--- config.mk ---
export PLATFORM = sky130hd
export DESIGN_NAME = echo_app_top
export DESIGN_NICKNAME = d
export VERILOG_FILES = /design/src/common/echo_noc_pkg.sv /design/src/common/echo_app_pkg.sv /design/src/flow_state/flow_state_arb.sv /design/src/flow_state/flow_state_mem.sv /design/src/logic/echo_app_active_q.sv /design/src/logic/echo_app_new_flow_notif.sv /design/src/logic/echo_app_rx_data_notif.sv /design/src/logic/echo_app_top.sv /design/src/logic/echo_app_tx_sched.sv
export SDC_FILE = /design/constraint.sdc
export NUM_CORES = 1
export LEC_CHECK = 0
export ABC_AREA = 1
export BUFFER_PORTS_ARGS = -buffer_cell sky130_fd_sc_hd__buf_2
export CORE_AREA = 2 2 206 208
export CTS_CLUSTER_DIAMETER = 40
export DETAILED_ROUTE_END_ITERATION = 10
export DIE_AREA = 0 0 208 210
export SYNTH_ARGS = -nofsm -noshare
export SYNTH_HDL_FRONTEND = slang
export SYNTH_SLANG_ARGS = --single-unit
--- constraint.sdc ---
create_clock -name clk -period 5.2 [get_ports clk]
set_input_delay 1.04 -clock clk [delete_from_list [all_inputs] [get_ports clk]]
set_output_delay 1.04 -clock clk [all_outputs]
set_load 0.02 [all_outputs]
--- src/common/echo_noc_pkg.sv ---
package echo_noc_pkg;

    localparam int NOC_DATA_W = 64;
    localparam int FLOWID_W = 4;
    localparam int LEN_W = 16;
    localparam int MSG_TYPE_W = 8;

    // bits left over in a header flit after the used fields.
    localparam int HDR_PAD_W = NOC_DATA_W - MSG_TYPE_W - FLOWID_W - LEN_W;

    typedef logic [NOC_DATA_W-1:0] noc_data_t;
    typedef logic [FLOWID_W-1:0] flowid_t;
    typedef logic [LEN_W-1:0] len_t;

    typedef enum logic [MSG_TYPE_W-1:0] {
        MSG_NEW_FLOW = 8'h01,
        MSG_RX_DATA  = 8'h02,
        MSG_TX_CMD   = 8'h03
    } noc_msg_e;

    // msg_type sits in the top byte of the flit.
    typedef struct packed {
        noc_msg_e               msg_type;
        flowid_t                flowid;
        len_t                   length;
        logic [HDR_PAD_W-1:0]   padding;
    } noc_hdr_flit_t;

endpackage

--- src/common/echo_app_pkg.sv ---
package echo_app_pkg;

    localparam int NUM_FLOWS = 2 ** echo_noc_pkg::FLOWID_W;

    // one slot per flow, so a registered flow always fits.
    localparam int ACTIVE_Q_DEPTH = 16;
    localparam int ACTIVE_Q_PTR_W = 4;

    // client 0 is the data notification receiver, client 1 the scheduler.
    localparam int NUM_FLOW_CLIENTS = 2;

    typedef enum logic {
        FLOW_ADD        = 1'b0,
        FLOW_READ_CLEAR = 1'b1
    } flow_op_e;

    typedef struct packed {
        flow_op_e               op;
        echo_noc_pkg::flowid_t  flowid;
        echo_noc_pkg::len_t     len;
    } flow_req_t;

endpackage

--- src/flow_state/flow_state_arb.sv ---
`timescale 1ns/1ps
module flow_state_arb (
     input  logic                                       clk
    ,input  logic                                       rst

    ,input  logic [echo_app_pkg::NUM_FLOW_CLIENTS-1:0]  req
    ,input  echo_app_pkg::flow_req_t                    req_data_0
    ,input  echo_app_pkg::flow_req_t                    req_data_1
    ,output logic [echo_app_pkg::NUM_FLOW_CLIENTS-1:0]  gnt

    ,output logic                                       mem_en
    ,output echo_app_pkg::flow_req_t                    mem_req
);

    // index of the client that wins a tie.
    logic prio_reg;

    always_comb begin
        gnt = '0;
        if (req[prio_reg]) begin
            gnt[prio_reg] = 1'b1;
        end else if (req[~prio_reg]) begin
            gnt[~prio_reg] = 1'b1;
        end
    end

    always_ff @(posedge clk) begin
        if (rst) begin
            prio_reg <= 1'b0;
        end else if (|gnt) begin
            prio_reg <= gnt[0];
        end
    end

    assign mem_en = |gnt;
    assign mem_req = gnt[1] ? req_data_1 : req_data_0;

    a_gnt_onehot: assert property (@(posedge clk) disable iff (rst) $onehot0(gnt));

    // a client passed over once wins on the next cycle.
    for (genvar i = 0; i < echo_app_pkg::NUM_FLOW_CLIENTS; i++) begin : g_fair
        a_no_starve: assert property (@(posedge clk) disable iff (rst)
            req[i] && !gnt[i] |=> gnt[i]);
    end

endmodule

--- src/flow_state/flow_state_mem.sv ---
`timescale 1ns/1ps
module flow_state_mem (
     input  logic                       clk
    ,input  logic                       rst

    ,input  logic                       en
    ,input  echo_app_pkg::flow_req_t    op_req
    ,output echo_noc_pkg::len_t         rd_data
);

    echo_noc_pkg::len_t pending [echo_app_pkg::NUM_FLOWS];

    // one extra bit to catch a wrap.
    logic [echo_noc_pkg::LEN_W:0] add_sum;

    assign add_sum = {1'b0, pending[op_req.flowid]} + {1'b0, op_req.len};

    always_ff @(posedge clk) begin
        if (rst) begin
            for (int i = 0; i < echo_app_pkg::NUM_FLOWS; i++) begin
                pending[i] <= '0;
            end
        end else if (en) begin
            if (op_req.op == echo_app_pkg::FLOW_ADD) begin
                pending[op_req.flowid] <= add_sum[echo_noc_pkg::LEN_W-1:0];
            end else begin
                pending[op_req.flowid] <= '0;
            end
        end
    end

    // old count, seen by the requester one cycle after its grant.
    always_ff @(posedge clk) begin
        if (en) begin
            rd_data <= pending[op_req.flowid];
        end
    end

    a_no_overflow: assert property (@(posedge clk) disable iff (rst)
        en && (op_req.op == echo_app_pkg::FLOW_ADD) |-> !add_sum[echo_noc_pkg::LEN_W]);

endmodule

--- src/logic/echo_app_active_q.sv ---
`timescale 1ns/1ps
module echo_app_active_q (
     input  logic                       clk
    ,input  logic                       rst

    ,input  logic                       push0
    ,input  echo_noc_pkg::flowid_t      push0_flowid
    ,input  logic                       push1
    ,input  echo_noc_pkg::flowid_t      push1_flowid

    ,input  logic                       pop
    ,output echo_noc_pkg::flowid_t      head_flowid
    ,output logic                       empty
);

    typedef logic [echo_app_pkg::ACTIVE_Q_PTR_W-1:0] ptr_t;
    typedef logic [echo_app_pkg::ACTIVE_Q_PTR_W:0] cnt_t;

    echo_noc_pkg::flowid_t slots [echo_app_pkg::ACTIVE_Q_DEPTH];

    ptr_t wr_ptr;
    ptr_t rd_ptr;
    cnt_t count;
    logic full;

    assign empty = (count == '0);
    assign full = (count == cnt_t'(echo_app_pkg::ACTIVE_Q_DEPTH));
    assign head_flowid = slots[rd_ptr];

    // port 0 takes the first free slot when both ports push together.
    always_ff @(posedge clk) begin
        if (push0) begin
            slots[wr_ptr] <= push0_flowid;
        end
        if (push1) begin
            slots[wr_ptr + ptr_t'(push0)] <= push1_flowid;
        end
    end

    always_ff @(posedge clk) begin
        if (rst) begin
            wr_ptr <= '0;
            rd_ptr <= '0;
            count <= '0;
        end else begin
            wr_ptr <= wr_ptr + ptr_t'(push0) + ptr_t'(push1);
            rd_ptr <= rd_ptr + ptr_t'(pop);
            count <= count + cnt_t'(push0) + cnt_t'(push1) - cnt_t'(pop);
        end
    end

    a_no_push_full: assert property (@(posedge clk) disable iff (rst)
        (push0 || push1) |-> !full);

    a_no_pop_empty: assert property (@(posedge clk) disable iff (rst)
        pop |-> !empty);

endmodule

--- src/logic/echo_app_new_flow_notif.sv ---
`timescale 1ns/1ps
module echo_app_new_flow_notif (
     input  logic                       clk
    ,input  logic                       rst

    ,input  logic                       new_flow_val
    ,input  echo_noc_pkg::noc_data_t    new_flow_data
    ,output logic                       new_flow_rdy

    ,output logic                       active_q_push
    ,output echo_noc_pkg::flowid_t      active_q_push_flowid
);

    typedef enum logic {
        READY      = 1'b0,
        WRITE_FIFO = 1'b1
    } state_e;

    state_e state_reg;
    state_e state_next;

    echo_noc_pkg::noc_hdr_flit_t hdr_flit_cast;

    echo_noc_pkg::flowid_t flowid_reg;

    logic store_flowid;

    assign hdr_flit_cast = new_flow_data;

    always_ff @(posedge clk) begin
        if (rst) begin
            state_reg <= READY;
        end else begin
            state_reg <= state_next;
        end
    end

    // flowid follows the input while ready and freezes after the accept.
    always_ff @(posedge clk) begin
        if (store_flowid) begin
            flowid_reg <= hdr_flit_cast.flowid;
        end
    end

    assign active_q_push_flowid = flowid_reg;

    always_comb begin
        new_flow_rdy = 1'b0;
        active_q_push = 1'b0;
        store_flowid = 1'b0;
        state_next = state_reg;
        case (state_reg)
            READY: begin
                new_flow_rdy = 1'b1;
                store_flowid = 1'b1;
                if (new_flow_val) begin
                    state_next = WRITE_FIFO;
                end
            end
            WRITE_FIFO: begin
                active_q_push = 1'b1;
                state_next = READY;
            end
            default: begin
                state_next = READY;
            end
        endcase
    end

endmodule

--- src/logic/echo_app_rx_data_notif.sv ---
`timescale 1ns/1ps
module echo_app_rx_data_notif (
     input  logic                       clk
    ,input  logic                       rst

    ,input  logic                       rx_data_val
    ,input  echo_noc_pkg::noc_data_t    rx_data_data
    ,output logic                       rx_data_rdy

    ,output logic                       req
    ,output echo_app_pkg::flow_req_t    req_data
    ,input  logic                       gnt
);

    typedef enum logic {
        IDLE = 1'b0,
        REQ  = 1'b1
    } state_e;

    state_e state_reg;
    state_e state_next;

    echo_noc_pkg::noc_hdr_flit_t hdr_flit_cast;

    echo_noc_pkg::flowid_t flowid_reg;
    echo_noc_pkg::len_t len_reg;

    assign hdr_flit_cast = rx_data_data;

    always_ff @(posedge clk) begin
        if (rst) begin
            state_reg <= IDLE;
        end else begin
            state_reg <= state_next;
        end
    end

    always_ff @(posedge clk) begin
        if ((state_reg == IDLE) && rx_data_val) begin
            flowid_reg <= hdr_flit_cast.flowid;
            len_reg <= hdr_flit_cast.length;
        end
    end

    // the add request stays steady until the arbiter picks it.
    assign req_data.op = echo_app_pkg::FLOW_ADD;
    assign req_data.flowid = flowid_reg;
    assign req_data.len = len_reg;

    always_comb begin
        rx_data_rdy = 1'b0;
        req = 1'b0;
        state_next = state_reg;
        case (state_reg)
            IDLE: begin
                rx_data_rdy = 1'b1;
                if (rx_data_val) begin
                    state_next = REQ;
                end
            end
            REQ: begin
                req = 1'b1;
                if (gnt) begin
                    state_next = IDLE;
                end
            end
            default: begin
                state_next = IDLE;
            end
        endcase
    end

endmodule

--- src/logic/echo_app_top.sv ---
`timescale 1ns/1ps
module echo_app_top (
     input  logic                       clk
    ,input  logic                       rst

    ,input  logic                       new_flow_val
    ,input  echo_noc_pkg::noc_data_t    new_flow_data
    ,output logic                       new_flow_rdy

    ,input  logic                       rx_data_val
    ,input  echo_noc_pkg::noc_data_t    rx_data_data
    ,output logic                       rx_data_rdy

    ,output logic                       tx_cmd_val
    ,output echo_noc_pkg::noc_data_t    tx_cmd_data
    ,input  logic                       tx_cmd_rdy
);

    logic                       nf_push;
    echo_noc_pkg::flowid_t      nf_push_flowid;

    logic                       sched_pop;
    logic                       sched_push;
    echo_noc_pkg::flowid_t      sched_push_flowid;
    echo_noc_pkg::flowid_t      q_head;
    logic                       q_empty;

    logic [echo_app_pkg::NUM_FLOW_CLIENTS-1:0] client_req;
    logic [echo_app_pkg::NUM_FLOW_CLIENTS-1:0] client_gnt;
    echo_app_pkg::flow_req_t    rx_req_data;
    echo_app_pkg::flow_req_t    sched_req_data;

    logic                       mem_en;
    echo_app_pkg::flow_req_t    mem_req;
    echo_noc_pkg::len_t         mem_rd_data;

    echo_app_new_flow_notif new_flow_notif (
         .clk                   (clk)
        ,.rst                   (rst)
        ,.new_flow_val          (new_flow_val)
        ,.new_flow_data         (new_flow_data)
        ,.new_flow_rdy          (new_flow_rdy)
        ,.active_q_push         (nf_push)
        ,.active_q_push_flowid  (nf_push_flowid)
    );

    echo_app_rx_data_notif rx_data_notif (
         .clk           (clk)
        ,.rst           (rst)
        ,.rx_data_val   (rx_data_val)
        ,.rx_data_data  (rx_data_data)
        ,.rx_data_rdy   (rx_data_rdy)
        ,.req           (client_req[0])
        ,.req_data      (rx_req_data)
        ,.gnt           (client_gnt[0])
    );

    echo_app_active_q active_q (
         .clk           (clk)
        ,.rst           (rst)
        ,.push0         (nf_push)
        ,.push0_flowid  (nf_push_flowid)
        ,.push1         (sched_push)
        ,.push1_flowid  (sched_push_flowid)
        ,.pop           (sched_pop)
        ,.head_flowid   (q_head)
        ,.empty         (q_empty)
    );

    echo_app_tx_sched tx_sched (
         .clk           (clk)
        ,.rst           (rst)
        ,.q_empty       (q_empty)
        ,.q_head        (q_head)
        ,.q_pop         (sched_pop)
        ,.q_push        (sched_push)
        ,.q_push_flowid (sched_push_flowid)
        ,.req           (client_req[1])
        ,.req_data      (sched_req_data)
        ,.gnt           (client_gnt[1])
        ,.rd_data       (mem_rd_data)
        ,.tx_cmd_val    (tx_cmd_val)
        ,.tx_cmd_data   (tx_cmd_data)
        ,.tx_cmd_rdy    (tx_cmd_rdy)
    );

    flow_state_arb arb (
         .clk           (clk)
        ,.rst           (rst)
        ,.req           (client_req)
        ,.req_data_0    (rx_req_data)
        ,.req_data_1    (sched_req_data)
        ,.gnt           (client_gnt)
        ,.mem_en        (mem_en)
        ,.mem_req       (mem_req)
    );

    flow_state_mem flow_mem (
         .clk       (clk)
        ,.rst       (rst)
        ,.en        (mem_en)
        ,.op_req    (mem_req)
        ,.rd_data   (mem_rd_data)
    );

endmodule

--- src/logic/echo_app_tx_sched.sv ---
`timescale 1ns/1ps
module echo_app_tx_sched (
     input  logic                       clk
    ,input  logic                       rst

    ,input  logic                       q_empty
    ,input  echo_noc_pkg::flowid_t      q_head
    ,output logic                       q_pop
    ,output logic                       q_push
    ,output echo_noc_pkg::flowid_t      q_push_flowid

    ,output logic                       req
    ,output echo_app_pkg::flow_req_t    req_data
    ,input  logic                       gnt
    ,input  echo_noc_pkg::len_t         rd_data

    ,output logic                       tx_cmd_val
    ,output echo_noc_pkg::noc_data_t    tx_cmd_data
    ,input  logic                       tx_cmd_rdy
);

    typedef enum logic [2:0] {
        IDLE    = 3'd0,
        REQ     = 3'd1,
        CAPTURE = 3'd2,
        SEND    = 3'd3,
        REQUEUE = 3'd4
    } state_e;

    state_e state_reg;
    state_e state_next;

    echo_noc_pkg::flowid_t flowid_reg;
    echo_noc_pkg::len_t len_reg;

    echo_noc_pkg::noc_hdr_flit_t cmd_hdr;

    always_ff @(posedge clk) begin
        if (rst) begin
            state_reg <= IDLE;
        end else begin
            state_reg <= state_next;
        end
    end

    always_ff @(posedge clk) begin
        if (q_pop) begin
            flowid_reg <= q_head;
        end
        if (state_reg == CAPTURE) begin
            len_reg <= rd_data;
        end
    end

    assign req_data.op = echo_app_pkg::FLOW_READ_CLEAR;
    assign req_data.flowid = flowid_reg;
    assign req_data.len = '0;

    assign q_push_flowid = flowid_reg;

    assign cmd_hdr.msg_type = echo_noc_pkg::MSG_TX_CMD;
    assign cmd_hdr.flowid = flowid_reg;
    assign cmd_hdr.length = len_reg;
    assign cmd_hdr.padding = '0;
    assign tx_cmd_data = cmd_hdr;

    always_comb begin
        q_pop = 1'b0;
        q_push = 1'b0;
        req = 1'b0;
        tx_cmd_val = 1'b0;
        state_next = state_reg;
        case (state_reg)
            IDLE: begin
                if (!q_empty) begin
                    q_pop = 1'b1;
                    state_next = REQ;
                end
            end
            REQ: begin
                req = 1'b1;
                if (gnt) begin
                    state_next = CAPTURE;
                end
            end
            CAPTURE: begin
                // nothing pending means nothing to echo this turn.
                state_next = (rd_data != '0) ? SEND : REQUEUE;
            end
            SEND: begin
                tx_cmd_val = 1'b1;
                if (tx_cmd_rdy) begin
                    state_next = REQUEUE;
                end
            end
            REQUEUE: begin
                q_push = 1'b1;
                state_next = IDLE;
            end
            default: begin
                state_next = IDLE;
            end
        endcase
    end

    a_cmd_stable: assert property (@(posedge clk) disable iff (rst)
        tx_cmd_val && !tx_cmd_rdy |=> tx_cmd_val && $stable(tx_cmd_data));

endmodule

# After elaboration in Yosys (flattened, before gate mapping)
# Memory sizes are Yosys's and may differ from the RTL's. A register that Yosys moved wholly into a read port is not among the register bits.
# Index checks and enable logic that the tools add are counted.
[op_classes]
n_eq_ne = 7
n_reduce_logical = 9
n_shift = 0
n_addsub = 7
n_div = 0
bitwise = 4
muxes = 48
order_cmp = 4
multipliers = 0
[op_table]
columns = ["operator", "count"]
rows = [
  ["$mux 1", 33],
  ["$mux 16", 2],
  ["$mux 21", 1],
  ["$add 16x16->16", 1],
  ["$reduce_bool 16->1", 1],
  ["$reduce_or 16->1", 1],
  ["$add 4x1->4", 3],
  ["$mux 3", 4],
  ["$pmux 3 s4", 1],
  ["$add 5x1->5", 2],
  ["$eq 3x2->1 const B", 2],
  ["$logic_not 5->1", 1],
  ["$sub 5x1->5", 1],
  ["$lt 1x2->1 const B", 2],
  ["$mux 2", 2],
  ["$mux 4", 1],
  ["$ne 2x2->1 const B", 2],
  ["$pmux 1 s2", 2],
  ["$eq 3x1->1 const B", 1],
  ["$eq 3x3->1 const B", 1],
  ["$logic_and 1x1->1", 3],
  ["$logic_not 3->1", 1],
  ["$not 1->1", 3],
  ["$reduce_and 3->1", 1],
  ["other kinds (5)", 7],
]
[totals]
elab_cells = 93
latch_bits = 0
memories = 2
ramBits = 320
rom_bits = 0
out_inout_bits = 67
register_bits = 75
inputBits = 133
[mem_list]
columns = ["name", "depth", "word_bits", "rd", "rd_clocked_by_memory_dff", "wr", "line", "rtl"]
rows = [
  ["flow_mem.pending", 16, 16, 1, 0, 16, "flow_state_mem.sv:11", "echo_noc_pkg::len_t pending [echo_app_pkg::NUM_FLOWS];"],
  ["active_q.slots", 16, 4, 1, 1, 2, "echo_app_active_q.sv:19", "echo_noc_pkg::flowid_t slots [echo_app_pkg::ACTIVE_Q_DEPTH];"],
]

# Logic depth before layout (Yosys ltp)
# Gate-level depths: netlist of run 1.
[depth]
ltp_word = 15
depth_mapped = 27
depth_no_buf = 23

# Modules after synthesis
# Synthesis of run 1 repeated with hierarchy kept, for this count alone.
[unflattened]
cells_unflattened = 2056
area_unflattened_um2 = 19856.5
[by_module_without_submodules]
columns = ["module", "instances", "area_each_um2", "cells_each"]
rows = [
  ["flow_state_mem", 1, 12438.2, 1167],
  ["echo_app_active_q", 1, 4778.3, 632],
  ["echo_app_tx_sched", 1, 1415.1, 141],
  ["echo_app_rx_data_notif", 1, 661.9, 29],
  ["flow_state_arb", 1, 406.6, 79],
  ["echo_app_new_flow_notif", 1, 156.4, 8],
]

# Worst setup path after synthesis of run 1
# No wires, ideal clock.
[synth_path]
kind = "reg2reg"
start = "register tx_sched.state_reg[1]"
end = "memory flow_mem.pending[10][12] (netlist bit) (data pin)"
required_time_ns = 4.943
slack_ns = 1.262
arrival_ns = 3.682
stages_incl_launch_ff = 24
period_less_slack_ns = 3.938
path_buffers = 4
cell_sequence = "dfxtp_1 inv_1 nand3_4 clkinv_2 buf_6 nand2_1 o21ai_2 nor2_1 buf_2 clkbuf_1 o21ai_0 nand2_1 nor2_1 ha_1 fa_1 nand2_1 nand2_1 a21oi_1 o21ai_0 a21oi_1 o21ai_0 o21ai_1 buf_2 nor2_1"
[synth_lines]
columns = ["item", "line", "rtl"]
rows = [
  ["from (decl)", "echo_app_tx_sched.sv:30", "state_e state_reg;"],
  ["from (signal assigned)", "echo_app_tx_sched.sv:42", "state_reg <= state_next;"],
  ["to (decl)", "flow_state_mem.sv:11", ""],
]

==> metrics.yaml, run 1 <==
finish:
  antennaDiodeCount: 0
  mostFrequentLayoutCells: "edfxtp_1 (380), nor2_1 (310), nand2_1 (264), o21ai_0 (145), nand3_1 (109)"
  largest-register: "flow_mem.pending"
  drive_gt1_share_pct: 12.6
  final_common_cell: "edfxtp_1"
  design_area_sq_um: 21100
  top_regs: "flow_mem.pending x256, active_q.slots x64"
  area.growth.synth_to_final_pct: 14.6
  post-route-util_pct: 50.9
  final_nets: 1962
  largest_reg_flops: 256
timing:
  timing.final.crit_share_pct: 91.0
  fin_setup_tns_ns: 0
  clock_skew_ns: 0.0343
  slew_headroom_pct: 29.9
  tightest_slew_ns: 1.05
  fmax_ghz: 0.211
  grt_setup_unrepaired: "no"
  finalSetupViolations: 0
  hold_slack_ns: 0.442
  final_max_slew_viol_count: 0
  fin_crit_ns: 4.73
  final-hold-violation-count: 0
critical_path:
  worst_r2r_path_depth: 25
  cpPeakStageDelay_ns: 0.41
  critPathLaunchType: "flip-flop"
  slowest_stage: "dfxtp_1"
  startpoint: "tx_sched.state_reg[0]$_SDFFE_PP0P_"
  worstSetupEndpointType: "flip-flop"
  worstPathArrival_ns: 5.06
  worstPathMaxFanout: 19
  cp.required_ns: 5.52
  r2r_start: "tx_sched.state_reg[0]$_SDFFE_PP0P_"
  reg2reg_slack_ns: 0.47
  critPathKind: "reg -> reg"
  crit_top_cell: "nor2_1"
logic_synthesis:
  synth_cell_type_count: 44
  syn_inst: 1748
  yosys_warnings: 0
  yosysSeqAreaShare_pct: 64.0
  postSynthAreaPerCell_sq_um: 10.5
  synthArstFlopShare_pct: 0
  yosys_register_bits: 399
  synth_flop_cell: "edfxtp_1"
  syn_area_sq_um: 18400
  synth_edf_count: 380
placement:
  globalplace.congestion: 0.829
  placed_area_sq_um: 19100
  port_buffers: 51
  place.detailed.hpwl_microns: 30500
min_path:
  min_from: "flow_mem.rd_data[0]$_DFFE_PP_"
  hold_depth: 0
  worstHoldPathType: "reg -> reg"
detailed_routing:
  drt_iter0_markers: 1219
  postRouteAntennaNets: 0
  dr.pass1.iters: 6
  viasPerCell: 5.49
  routed_wl_microns: 48000
  routedWlPerCell_microns: 20.2
  num_vias: 13093
  drc: 0
die:
  die-area_sq_um: 43700
  rows: 75
  die_h_microns: 210
  fp.dieW_microns: 208
  core_area_sq_um: 41500
  start_util_pct: 44.4
  io_pins: 200
clock_tree:
  clk_path_buf_depth: 3
  htree_levels: 2
  cts_setup_buffers: 0
  path_clk_slew_ns: 0.06
  hold_buffers: 0
  clkLatencyLatePin_ns: 0.63
  cts_root_buffer: "clkbuf_16"
  cts_tree: "built"
  cts_num_sinks: 399
  ctsResizeCount: 0
  cts_inserted_buffers: 56
global_route:
  antenna_found_initial: 0
  grt_max_degree: 62
  overflow: 0
  grt_pass1_vias: 12921
  grt_usage_pct: 22.2
  grt_pass1_wl_microns: 74000
power:
  power_density_nw_per_um2: 629
  p_leak_nw: 8.30
  peakVddDrop_mv: 0.558
job:
  cap_viol_max_count: 0
status:
  status: "finished clean"
[area by class of cell]
cell class / count / area, sq um
fill: 3694 / 20400
clock buffer: 59 / 1410
sequential: 399 / 11800
inverter: 106 / 399
timing repair buffer: 94 / 641
clock inverter: 43 / 541
tap: 539 / 674
multi-input combinational: 1143 / 5640
[worst max-delay path, delay by kind of cell, from the launching register on]
kind | cells | cell delay, ns
adder cells (fa/ha/maj) | 1 | 0.23
AND/OR/NAND/NOR | 13 | 1.89
buffers and inverters | 6 | 0.96
flip-flops | 1 | 0.41
AO/OA/AOI/OAI | 5 | 0.91
[path summary, 6_finish.rpt]
check	end
hold reg to reg	tx_sched.len_reg[0]$_DFFE_PP_
setup / recovery	flow_mem.pending[12][11]$_SDFFCE_PN0P_
hold / removal	tx_sched.len_reg[0]$_DFFE_PP_
setup reg to reg	flow_mem.pending[12][11]$_SDFFCE_PN0P_
[power breakdown]
group          leakage [nW]  internal, W  switching (W)  total, W
clock                 0.939      0.00248        0.00149   0.00397
combinational          3.40      0.00138        0.00372   0.00510
sequential             3.96      0.00398       0.000212   0.00419
total                  8.30      0.00784        0.00542    0.0133
[layer usage]
layer  global-route usage, %  wire length, microns  vias up
met5                       0                     0        -
met3                    3.84                  3260       85
li1                        -                     -     6138
met1                    28.0                 19300     6416
met4                    8.88                  1600        0
met2                    37.9                 23800      454
[logic make-up after synthesis]
family	Yosys count	share of synthesized area, %
AOI/OAI and AO/OA	312	9.76
xor gates and xnor gates	7	0.333
adders and majority gates	29	2.09
buffers and inverters	248	6.32
DFF	399	64.0
muxes	16	0.870
other	2	0.0408
and+or+nand+nor	735	16.5
[synthesized netlist by cell type (2+ instances only)]
library cell  instances  share of area (%)
a21oi_1              35               0.95
o21ai_1               5               0.14
conb_1                2              0.041
buf_4                45                1.8
inv_1               100                2.0
a31oi_1               4               0.14
or2_2                 9               0.31
fa_1                  3               0.33
nor3_1                6               0.16
nand4_1              10               0.34
buf_1                 7               0.14
o22ai_1              65                2.2
dfxtp_1              19                2.1
nand2_1             264                5.4
a22oi_1              28                1.1
buf_2                38                1.0
o21ai_2               2              0.095
o211ai_1             18               0.73
nand2_2               5               0.17
o21bai_1              2              0.082
buf_6                 2               0.12
o21ai_0             145                3.9
a211oi_1              2              0.082
nor2_1              312                6.4
clkbuf_1             50                1.0
mux2i_1              16               0.87
xnor2_1               2              0.095
edfxtp_1            380                 62
xor2_1                5               0.24
ha_1                 26                1.8
inv_2                 5               0.10
nand3_4               2               0.19
nor2_2               14               0.48
a21boi_0              2              0.082
nand3_1             109                3.0
[stage by stage]
step	setup slack, ns	instances	total power (W)
final	0.468	2383	0.0133
after global routing	0.119	2383	0.0139
after CTS	0.521	2383	0.0133
after detailed placement	0.526	2281	0.00931
after global placement	0.580	2281	0.00923
after floorplan	1.26	1790	0.00734
Note: power is estimated with default switching activity, not from simulation.
==> run 2, diff against run 1 <==
clock period = 5.8 ns   (was 5.2 ns; I/O delays follow)
==> metrics.yaml, run 2 (same netlist as run 1, synthesis figures left out) <==
clock_tree:
  path_clk_slew_ns: 0.06  # about the same
  hold_buffers: 0  # unchanged
  cts_root_buffer: "clkbuf_16"
  cts_inserted_buffers: 58  # +3.6%
  htree_levels: 2  # unchanged
  cts_setup_buffers: 0  # unchanged
  cts_num_sinks: 399  # unchanged
  cts_tree: "built"
  clk_path_buf_depth: 3  # unchanged
  ctsResizeCount: 0  # unchanged
  clkLatencyLatePin_ns: 0.61  # -0.02 ns
detailed_routing:
  routed_wl_microns: 47900  # -0.32%
  drt_iter0_markers: 1101  # -9.7%
  drc: 0  # unchanged
  num_vias: 13036  # -0.44%
  dr.pass1.iters: 5  # -1
  viasPerCell: 5.44  # -0.93%
  postRouteAntennaNets: 0  # unchanged
  routedWlPerCell_microns: 20.0  # -0.82%
timing:
  tightest_slew_ns: 1.03  # -0.0171 ns
  fmax_ghz: 0.189  # -10%
  timing.final.crit_share_pct: 91.1  # about the same
  final_max_slew_viol_count: 0  # unchanged
  clock_skew_ns: 0.0264  # -0.00786 ns
  grt_setup_unrepaired: "no"
  slew_headroom_pct: 31.0  # +1.1 points
  finalSetupViolations: 0  # unchanged
  fin_crit_ns: 5.28  # +0.550 ns
  final-hold-violation-count: 0  # unchanged
  setup_ws_ns: 0.518  # +0.0504 ns
  fin_setup_tns_ns: 0  # unchanged
critical_path:
  critPathLaunchType: "flip-flop"
  worstPathMaxFanout: 19  # unchanged
  critPathKind: "reg -> reg"
  cp.required_ns: 6.13  # +0.61 ns
  worstPathArrival_ns: 5.62  # +0.56 ns
  worstSetupEndpointType: "flip-flop"
die:
  io_pins: 200  # unchanged
  die_h_microns: 210  # unchanged
  start_util_pct: 44.4  # unchanged
  rows: 75  # unchanged
  die-area_sq_um: 43700  # unchanged
  fp.dieW_microns: 208  # unchanged
  core_area_sq_um: 41500  # unchanged
global_route:
  grt_use_met1_pct: 28.2  # +0.12 points
  grt_pass1_vias: 12981  # +0.46%
  grt_usage_pct: 22.2  # about the same
  met2_usage_pct: 38.0  # +0.080 points
  grt_util_met3_pct: 3.75  # -0.089 points
  grt_pass1_wl_microns: 74300  # +0.33%
  grt_max_degree: 50  # -19%
  overflow: 0  # unchanged
  busiest_layer: "met2"
  antenna_found_initial: 0  # unchanged
placement:
  place.detailed.hpwl_microns: 31100  # +2.1%
  place_ws_ns: 0.611  # +0.0850 ns
  globalplace.congestion: 0.882  # +6.3%
  port_buffers: 51  # unchanged
finish:
  drive_gt1_share_pct: 13.1  # +0.51 points
  largest-register: "flow_mem.pending"
  final_common_cell: "edfxtp_1"
  antennaDiodeCount: 0  # unchanged
  final_nets: 1970  # +0.41%
  area.growth.synth_to_final_pct: 14.8
  fillers: 3657  # -1.0%
  mostFrequentLayoutCells: "edfxtp_1 (380), nor2_1 (310), nand2_1 (264), o21ai_0 (145), nand3_1 (109)"
  top_regs: "flow_mem.pending x256, active_q.slots x64"
  largest_reg_flops: 256  # unchanged
power:
  peakVddDrop_mv: 0.488  # -13%
  p_leak_nw: 8.32  # +0.32%
  power_frac_clock_pct: 30.5  # +0.5 points
  p_int_w: 0.00698  # -11%
  pwr-share-comb_pct: 37.8  # -0.7 points
  pwr-share-seq_pct: 31.6  # about the same
  p_sw_w: 0.00489  # -9.8%
  p_sw_share_pct: 41.2  # +0.32 points
  power_density_nw_per_um2: 561  # -11%
min_path:
  worstHoldPathType: "reg -> reg"
job:
  cap_viol_max_count: 0  # unchanged
status:
  status: "finished clean"
-- run 2: layout make-up --
type,count,area (sq um),area share (%)
clock buffer,67,1520,7.17
clock inverter,41,500,2.37
inverter,106,399,1.89
multi-input combinational,1143,5640,26.7
sequential,399,11800,55.8
tap,539,674,3.19
timing repair buffer,100,623,2.95
-- run 2: through the flow --
step           instance area, sq um  total power, W  util, %  std cells  hold WS (ns)
5_1_grt                       21100          0.0125     51.0       2395         0.457
4_1_cts                       21100          0.0119     51.0       2395         0.448
6_report                      21100          0.0119     51.0       2395         0.448
3_5_place_dp                  19100         0.00827     46.1       2287         0.434
2_1_floorplan                 18600         0.00658        -       1790         0.427
3_3_place_gp                  19100         0.00820     46.1       2287         0.430
-- run 2: power groups by stage --
stage / clock, W / sequential [W] / combinational (W)
after floorplan: 0 / 0.00375 / 0.00282
after global placement: 0 / 0.00380 / 0.00440
after detailed placement: 0 / 0.00381 / 0.00446
after CTS: 0.00367 / 0.00376 / 0.00449
after global routing: 0.00380 / 0.00379 / 0.00489
final: 0.00362 / 0.00375 / 0.00449
-- run 2: worst paths after layout --
check / start / to / slack [ns] / cells past startpoint
worst max-delay path: tx_sched.state_reg[0]$_SDFFE_PP0P_ / flow_mem.pending[1][12]$_SDFFCE_PN0P_ / 0.52 / 21
worst min-delay path: flow_mem.rd_data[11]$_DFFE_PP_ / tx_sched.len_reg[11]$_DFFE_PP_ / 0.45 / 0
worst max register to register: tx_sched.state_reg[0]$_SDFFE_PP0P_ / flow_mem.pending[1][12]$_SDFFCE_PN0P_ / 0.52 / 21
worst min register to register: flow_mem.rd_data[11]$_DFFE_PP_ / tx_sched.len_reg[11]$_DFFE_PP_ / 0.45 / 0
-- run 2: routing by layer --
layer / vias up / share of wire [%] / wire [microns]
met4: 0 / 3.6 / 1740
met3: 105 / 6.7 / 3210
li1: 6151 / - / -
met1: 6353 / 40 / 19200
met2: 427 / 50 / 23700
met5: - / 0 / 0
-- run 2: worst max-delay path, stage by stage, from the launching register on --
cell     delay [ns]
dfxtp_1        0.39
inv_2          0.06
nor2_4         0.15
nand3_4        0.14
o21ai_4        0.57
nand2_1        0.71
o22ai_1        0.33
o21ai_0        0.16
nand2_1        0.17
nor2_1         0.13
ha_1           0.24
fa_1           0.43
nand2_1        0.10
nand2_1        0.07
a21oi_1        0.21
o21ai_0        0.10
buf_4          0.16
a21oi_1        0.22
o21ai_0        0.14
o21ai_1        0.15
buf_4          0.27
nor2_1         0.07
==> run 3, diff against run 2 <==
ABC_AREA = 0   (was 1)
CORE_AREA = 2 2 207 209   (was 2 2 206 208)
DIE_AREA = 0 0 209 211   (was 0 0 208 210)
==> metrics.yaml, run 3 <==
finish:
  top_regs: "flow_mem.pending x256, active_q.slots x64"
  post-route-util_pct: 51.5  # +0.57 points
  area.growth.synth_to_final_pct: 15.1
  fillers: 3512  # -4.0%
  mostFrequentLayoutCells: "edfxtp_1 (380), nor2_1 (254), nand2_1 (83), mux4_2 (80), clkbuf_16 (62)"
  regArea_sq_um: 11800  # about the same
  antennaDiodeCount: 0  # unchanged
  largest-register: "flow_mem.pending"
  final_common_cell: "edfxtp_1"
  final_nets: 1590  # -19%
  drive_gt1_share_pct: 23.9  # +11 points
  multi_input_area_sq_um: 6340  # +12%
  largest_reg_flops: 256  # unchanged
detailed_routing:
  drc: 0  # unchanged
  routedWlPerCell_microns: 22.5  # +13%
  postRouteAntennaNets: 0  # unchanged
  viasPerCell: 5.65  # +3.8%
  drt_iter0_markers: 1144  # +3.9%
  num_vias: 11409  # -12%
  dr.pass1.iters: 5  # unchanged
  routed_wl_microns: 45400  # -5.1%
clock_tree:
  cts_root_buffer: "clkbuf_16"
  clk_path_buf_depth: 3  # unchanged
  hold_buffers: 0  # unchanged
  htree_levels: 2  # unchanged
  cts_num_sinks: 399  # unchanged
  clkLatencyLatePin_ns: 0.61  # about the same
  cts_inserted_buffers: 60  # +3.4%
  path_clk_slew_ns: 0.06  # about the same
  cts_setup_buffers: 0  # unchanged
  ctsResizeCount: 0  # unchanged
  cts_tree: "built"
die:
  start_util_pct: 44.8  # +0.38 points
  core_area_sq_um: 41800  # +0.68%
  die_h_microns: 211  # +0.48%
  die-area_sq_um: 44100  # +0.96%
  io_pins: 200  # unchanged
  rows: 75  # unchanged
  fp.dieW_microns: 209  # +0.48%
critical_path:
  crit_chain: "or3b_1 > nor2_8 > mux2i_4 > buf_12 > mux4_2 > a22oi_1 > nand2_1 > ha_1 > o211ai_1 > o211ai_1 > nand3_1 > a21o_1 > a31o_2 > a21o_1 > a211o_1 > buf_4 > a21oi_1"
  crit_buf_inv: 2  # -1
  worstPathMaxFanout: 27  # +8
  critPathLaunchType: "flip-flop"
  worstPathArrival_ns: 5.75  # +0.13 ns
  startpoint: "tx_sched.state_reg[0]$_SDFFE_PP0P_"
  crit_family: "compound AO/OA/AOI/OAI gates"
  cp_num_cells: 17  # -19%
  slowest_stage: "mux4_2"
  cpPeakStageDelay_ns: 0.56  # -0.15 ns
  r2r_start: "tx_sched.state_reg[0]$_SDFFE_PP0P_"
  cp.required_ns: 6.22  # +0.09 ns
  worstSetupEndpointType: "flip-flop"
  crit-reg2reg-capture: "flow_mem.pending[4][15]$_SDFFCE_PN0P_"
  critPathKind: "reg -> reg"
  crit_path_end: "flow_mem.pending[4][15]$_SDFFCE_PN0P_"
  reg2reg_slack_ns: 0.48  # -0.04 ns
  worst_r2r_path_depth: 17  # -19%
timing:
  final-hold-violation-count: 0  # unchanged
  fin_crit_ns: 5.32  # +0.0405 ns
  fin_setup_tns_ns: 0  # unchanged
  timing.final.crit_share_pct: 91.8  # +0.70 points
  fmax_ghz: 0.188  # -0.76%
  clock_skew_ns: 0.0219  # -0.00451 ns
  final_max_slew_viol_count: 0  # unchanged
  grt_setup_unrepaired: "no"
  tightest_slew_ns: 1.20  # +0.161 ns
  slew_headroom_pct: 20.0  # -11 points
  finalSetupViolations: 0  # unchanged
power:
  p_int_w: 0.00721  # +3.3%
  peakVddDrop_mv: 0.295  # -40%
  power_frac_clock_pct: 32.1  # +1.6 points
  p_sw_share_pct: 37.1  # -4.0 points
  power_density_nw_per_um2: 533  # -5.1%
  pwr-share-comb_pct: 35.3  # -2.5 points
  p_sw_w: 0.00426  # -13%
  pwr-share-seq_pct: 32.6  # +1.0 points
  p_leak_nw: 7.70  # -7.5%
logic_synthesis:
  muxShareOfSynthArea_pct: 13.3  # +12 points
  synth.area.top_cells: "edfxtp_1 (61%), mux4_2 (9.6%), nor2_1 (5.1%), mux2_2 (3.4%), dfxtp_1 (2.0%)"
  synthXorXnorAreaFrac_pct: 0.984  # +0.65 points
  synth_edf_count: 380  # unchanged
  synthArstFlopShare_pct: 0  # unchanged
  synth_cell_type_count: 61  # +39%
  synth_compound_area_share_pct: 4.91  # -4.9 points
  synth_flop_cell: "edfxtp_1"
  yosysSeqAreaShare_pct: 63.1  # -0.97 points
  yosys.area.top_type: "edfxtp_1"
  yosys.area_share.simple_pct: 11.6  # -4.9 points
  ys_top_cells_by_count: "edfxtp_1 (380), nor2_1 (255), nand2_1 (85)"
  synth_fa_ha_area_share_pct: 2.06  # -0.032 points
  postSynthAreaPerCell_sq_um: 13.7  # +30%
  syn_inst: 1365  # -22%
  synth_top_cell_area_share_pct: 61.0  # -0.94 points
  yosys_register_bits: 399  # unchanged
  yosysMostFrequentCell: "edfxtp_1"
  yosys_warnings: 0  # unchanged
  synth_top_family_by_area: "multiplexers"
  syn_area_sq_um: 18700  # +1.5%
placement:
  port_buffers: 51  # unchanged
  globalplace.congestion: 0.817  # -7.3%
  place.detailed.hpwl_microns: 29500  # -5.1%
global_route:
  grt_pass1_vias: 11509  # -11%
  overflow: 0  # unchanged
  grt_max_degree: 64  # +28%
  grt_pass1_wl_microns: 68700  # -7.5%
  antenna_found_initial: 0  # unchanged
  grt_usage_pct: 20.7  # -1.4 points
min_path:
  worstHoldPathType: "reg -> reg"
status:
  status: "finished clean"
job:
  cap_viol_max_count: 0  # unchanged
## run 3: cells by family after synthesis
| family | Yosys count |
|---|---|
| adders and majority gates | 29 |
| other | 2 |
| buffers and inverters | 148 |
| AOI/OAI and AO/OA | 139 |
| and+or+nand+nor | 486 |
| DFF | 399 |
| xor gates and xnor gates | 21 |
| muxes | 141 |
## run 3: final cells by class
type,count,area share (%)
Clock buffer,70,7.49
Clock inverter,44,2.17
Inverter,15,0.262
Multi-Input combinational cell,860,29.4
Sequential cell,399,54.8
Tap cell,539,3.13
Timing Repair Buffer,92,2.73
## run 3: through the flow
step | hold WS, ns | area, sq um | worst slack (ns) | std cells | total power, W
2_1_floorplan | 0.427 | 18900 | 0.688 | 1407 | 0.00653
3_3_place_gp | 0.438 | 19400 | 0.369 | 1905 | 0.00777
3_5_place_dp | 0.439 | 19400 | 0.335 | 1905 | 0.00784
4_1_cts | 0.452 | 21500 | 0.280 | 2019 | 0.0115
5_1_grt | 0.473 | 21500 | 0.191 | 2019 | 0.0120
6_report | 0.452 | 21500 | 0.477 | 2019 | 0.0115
## run 3: metal layers
| layer | up-vias | wire length (microns) | GRT usage [%] |
|---|---|---|---|
| met1 | 5782 | 19600 | 28.9 |
| met3 | 84 | 2760 | 3.17 |
| li1 | 5143 | - | - |
| met2 | 400 | 21900 | 33.6 |
| met4 | 0 | 1170 | 6.80 |
| met5 | - | 0 | 0 |
## run 3: how the worst min path moves through the flow
stage | startpoint | to | slack [ns] | depth (start not counted)
after floorplan | flow_mem.rd_data[10]$_DFFE_PP_ | tx_sched.len_reg[10]$_DFFE_PP_ | 0.43 | 0
after global placement | flow_mem.rd_data[13]$_DFFE_PP_ | tx_sched.len_reg[13]$_DFFE_PP_ | 0.44 | 0
after detailed placement | flow_mem.rd_data[7]$_DFFE_PP_ | tx_sched.len_reg[7]$_DFFE_PP_ | 0.44 | 0
after CTS | flow_mem.rd_data[7]$_DFFE_PP_ | tx_sched.len_reg[7]$_DFFE_PP_ | 0.45 | 0
after global routing | flow_mem.rd_data[6]$_DFFE_PP_ | tx_sched.len_reg[6]$_DFFE_PP_ | 0.47 | 0
final | flow_mem.rd_data[7]$_DFFE_PP_ | tx_sched.len_reg[7]$_DFFE_PP_ | 0.45 | 0
## run 3: power groups by stage
stage / Clock, W / Sequential [W] / Combinational, W
5_1_grt: 0.00385 / 0.00377 / 0.00439
4_1_cts: 0.00372 / 0.00374 / 0.00407
6_report: 0.00368 / 0.00374 / 0.00405
3_5_place_dp: 0 / 0.00380 / 0.00404
3_3_place_gp: 0 / 0.00379 / 0.00399
2_1_floorplan: 0 / 0.00374 / 0.00279
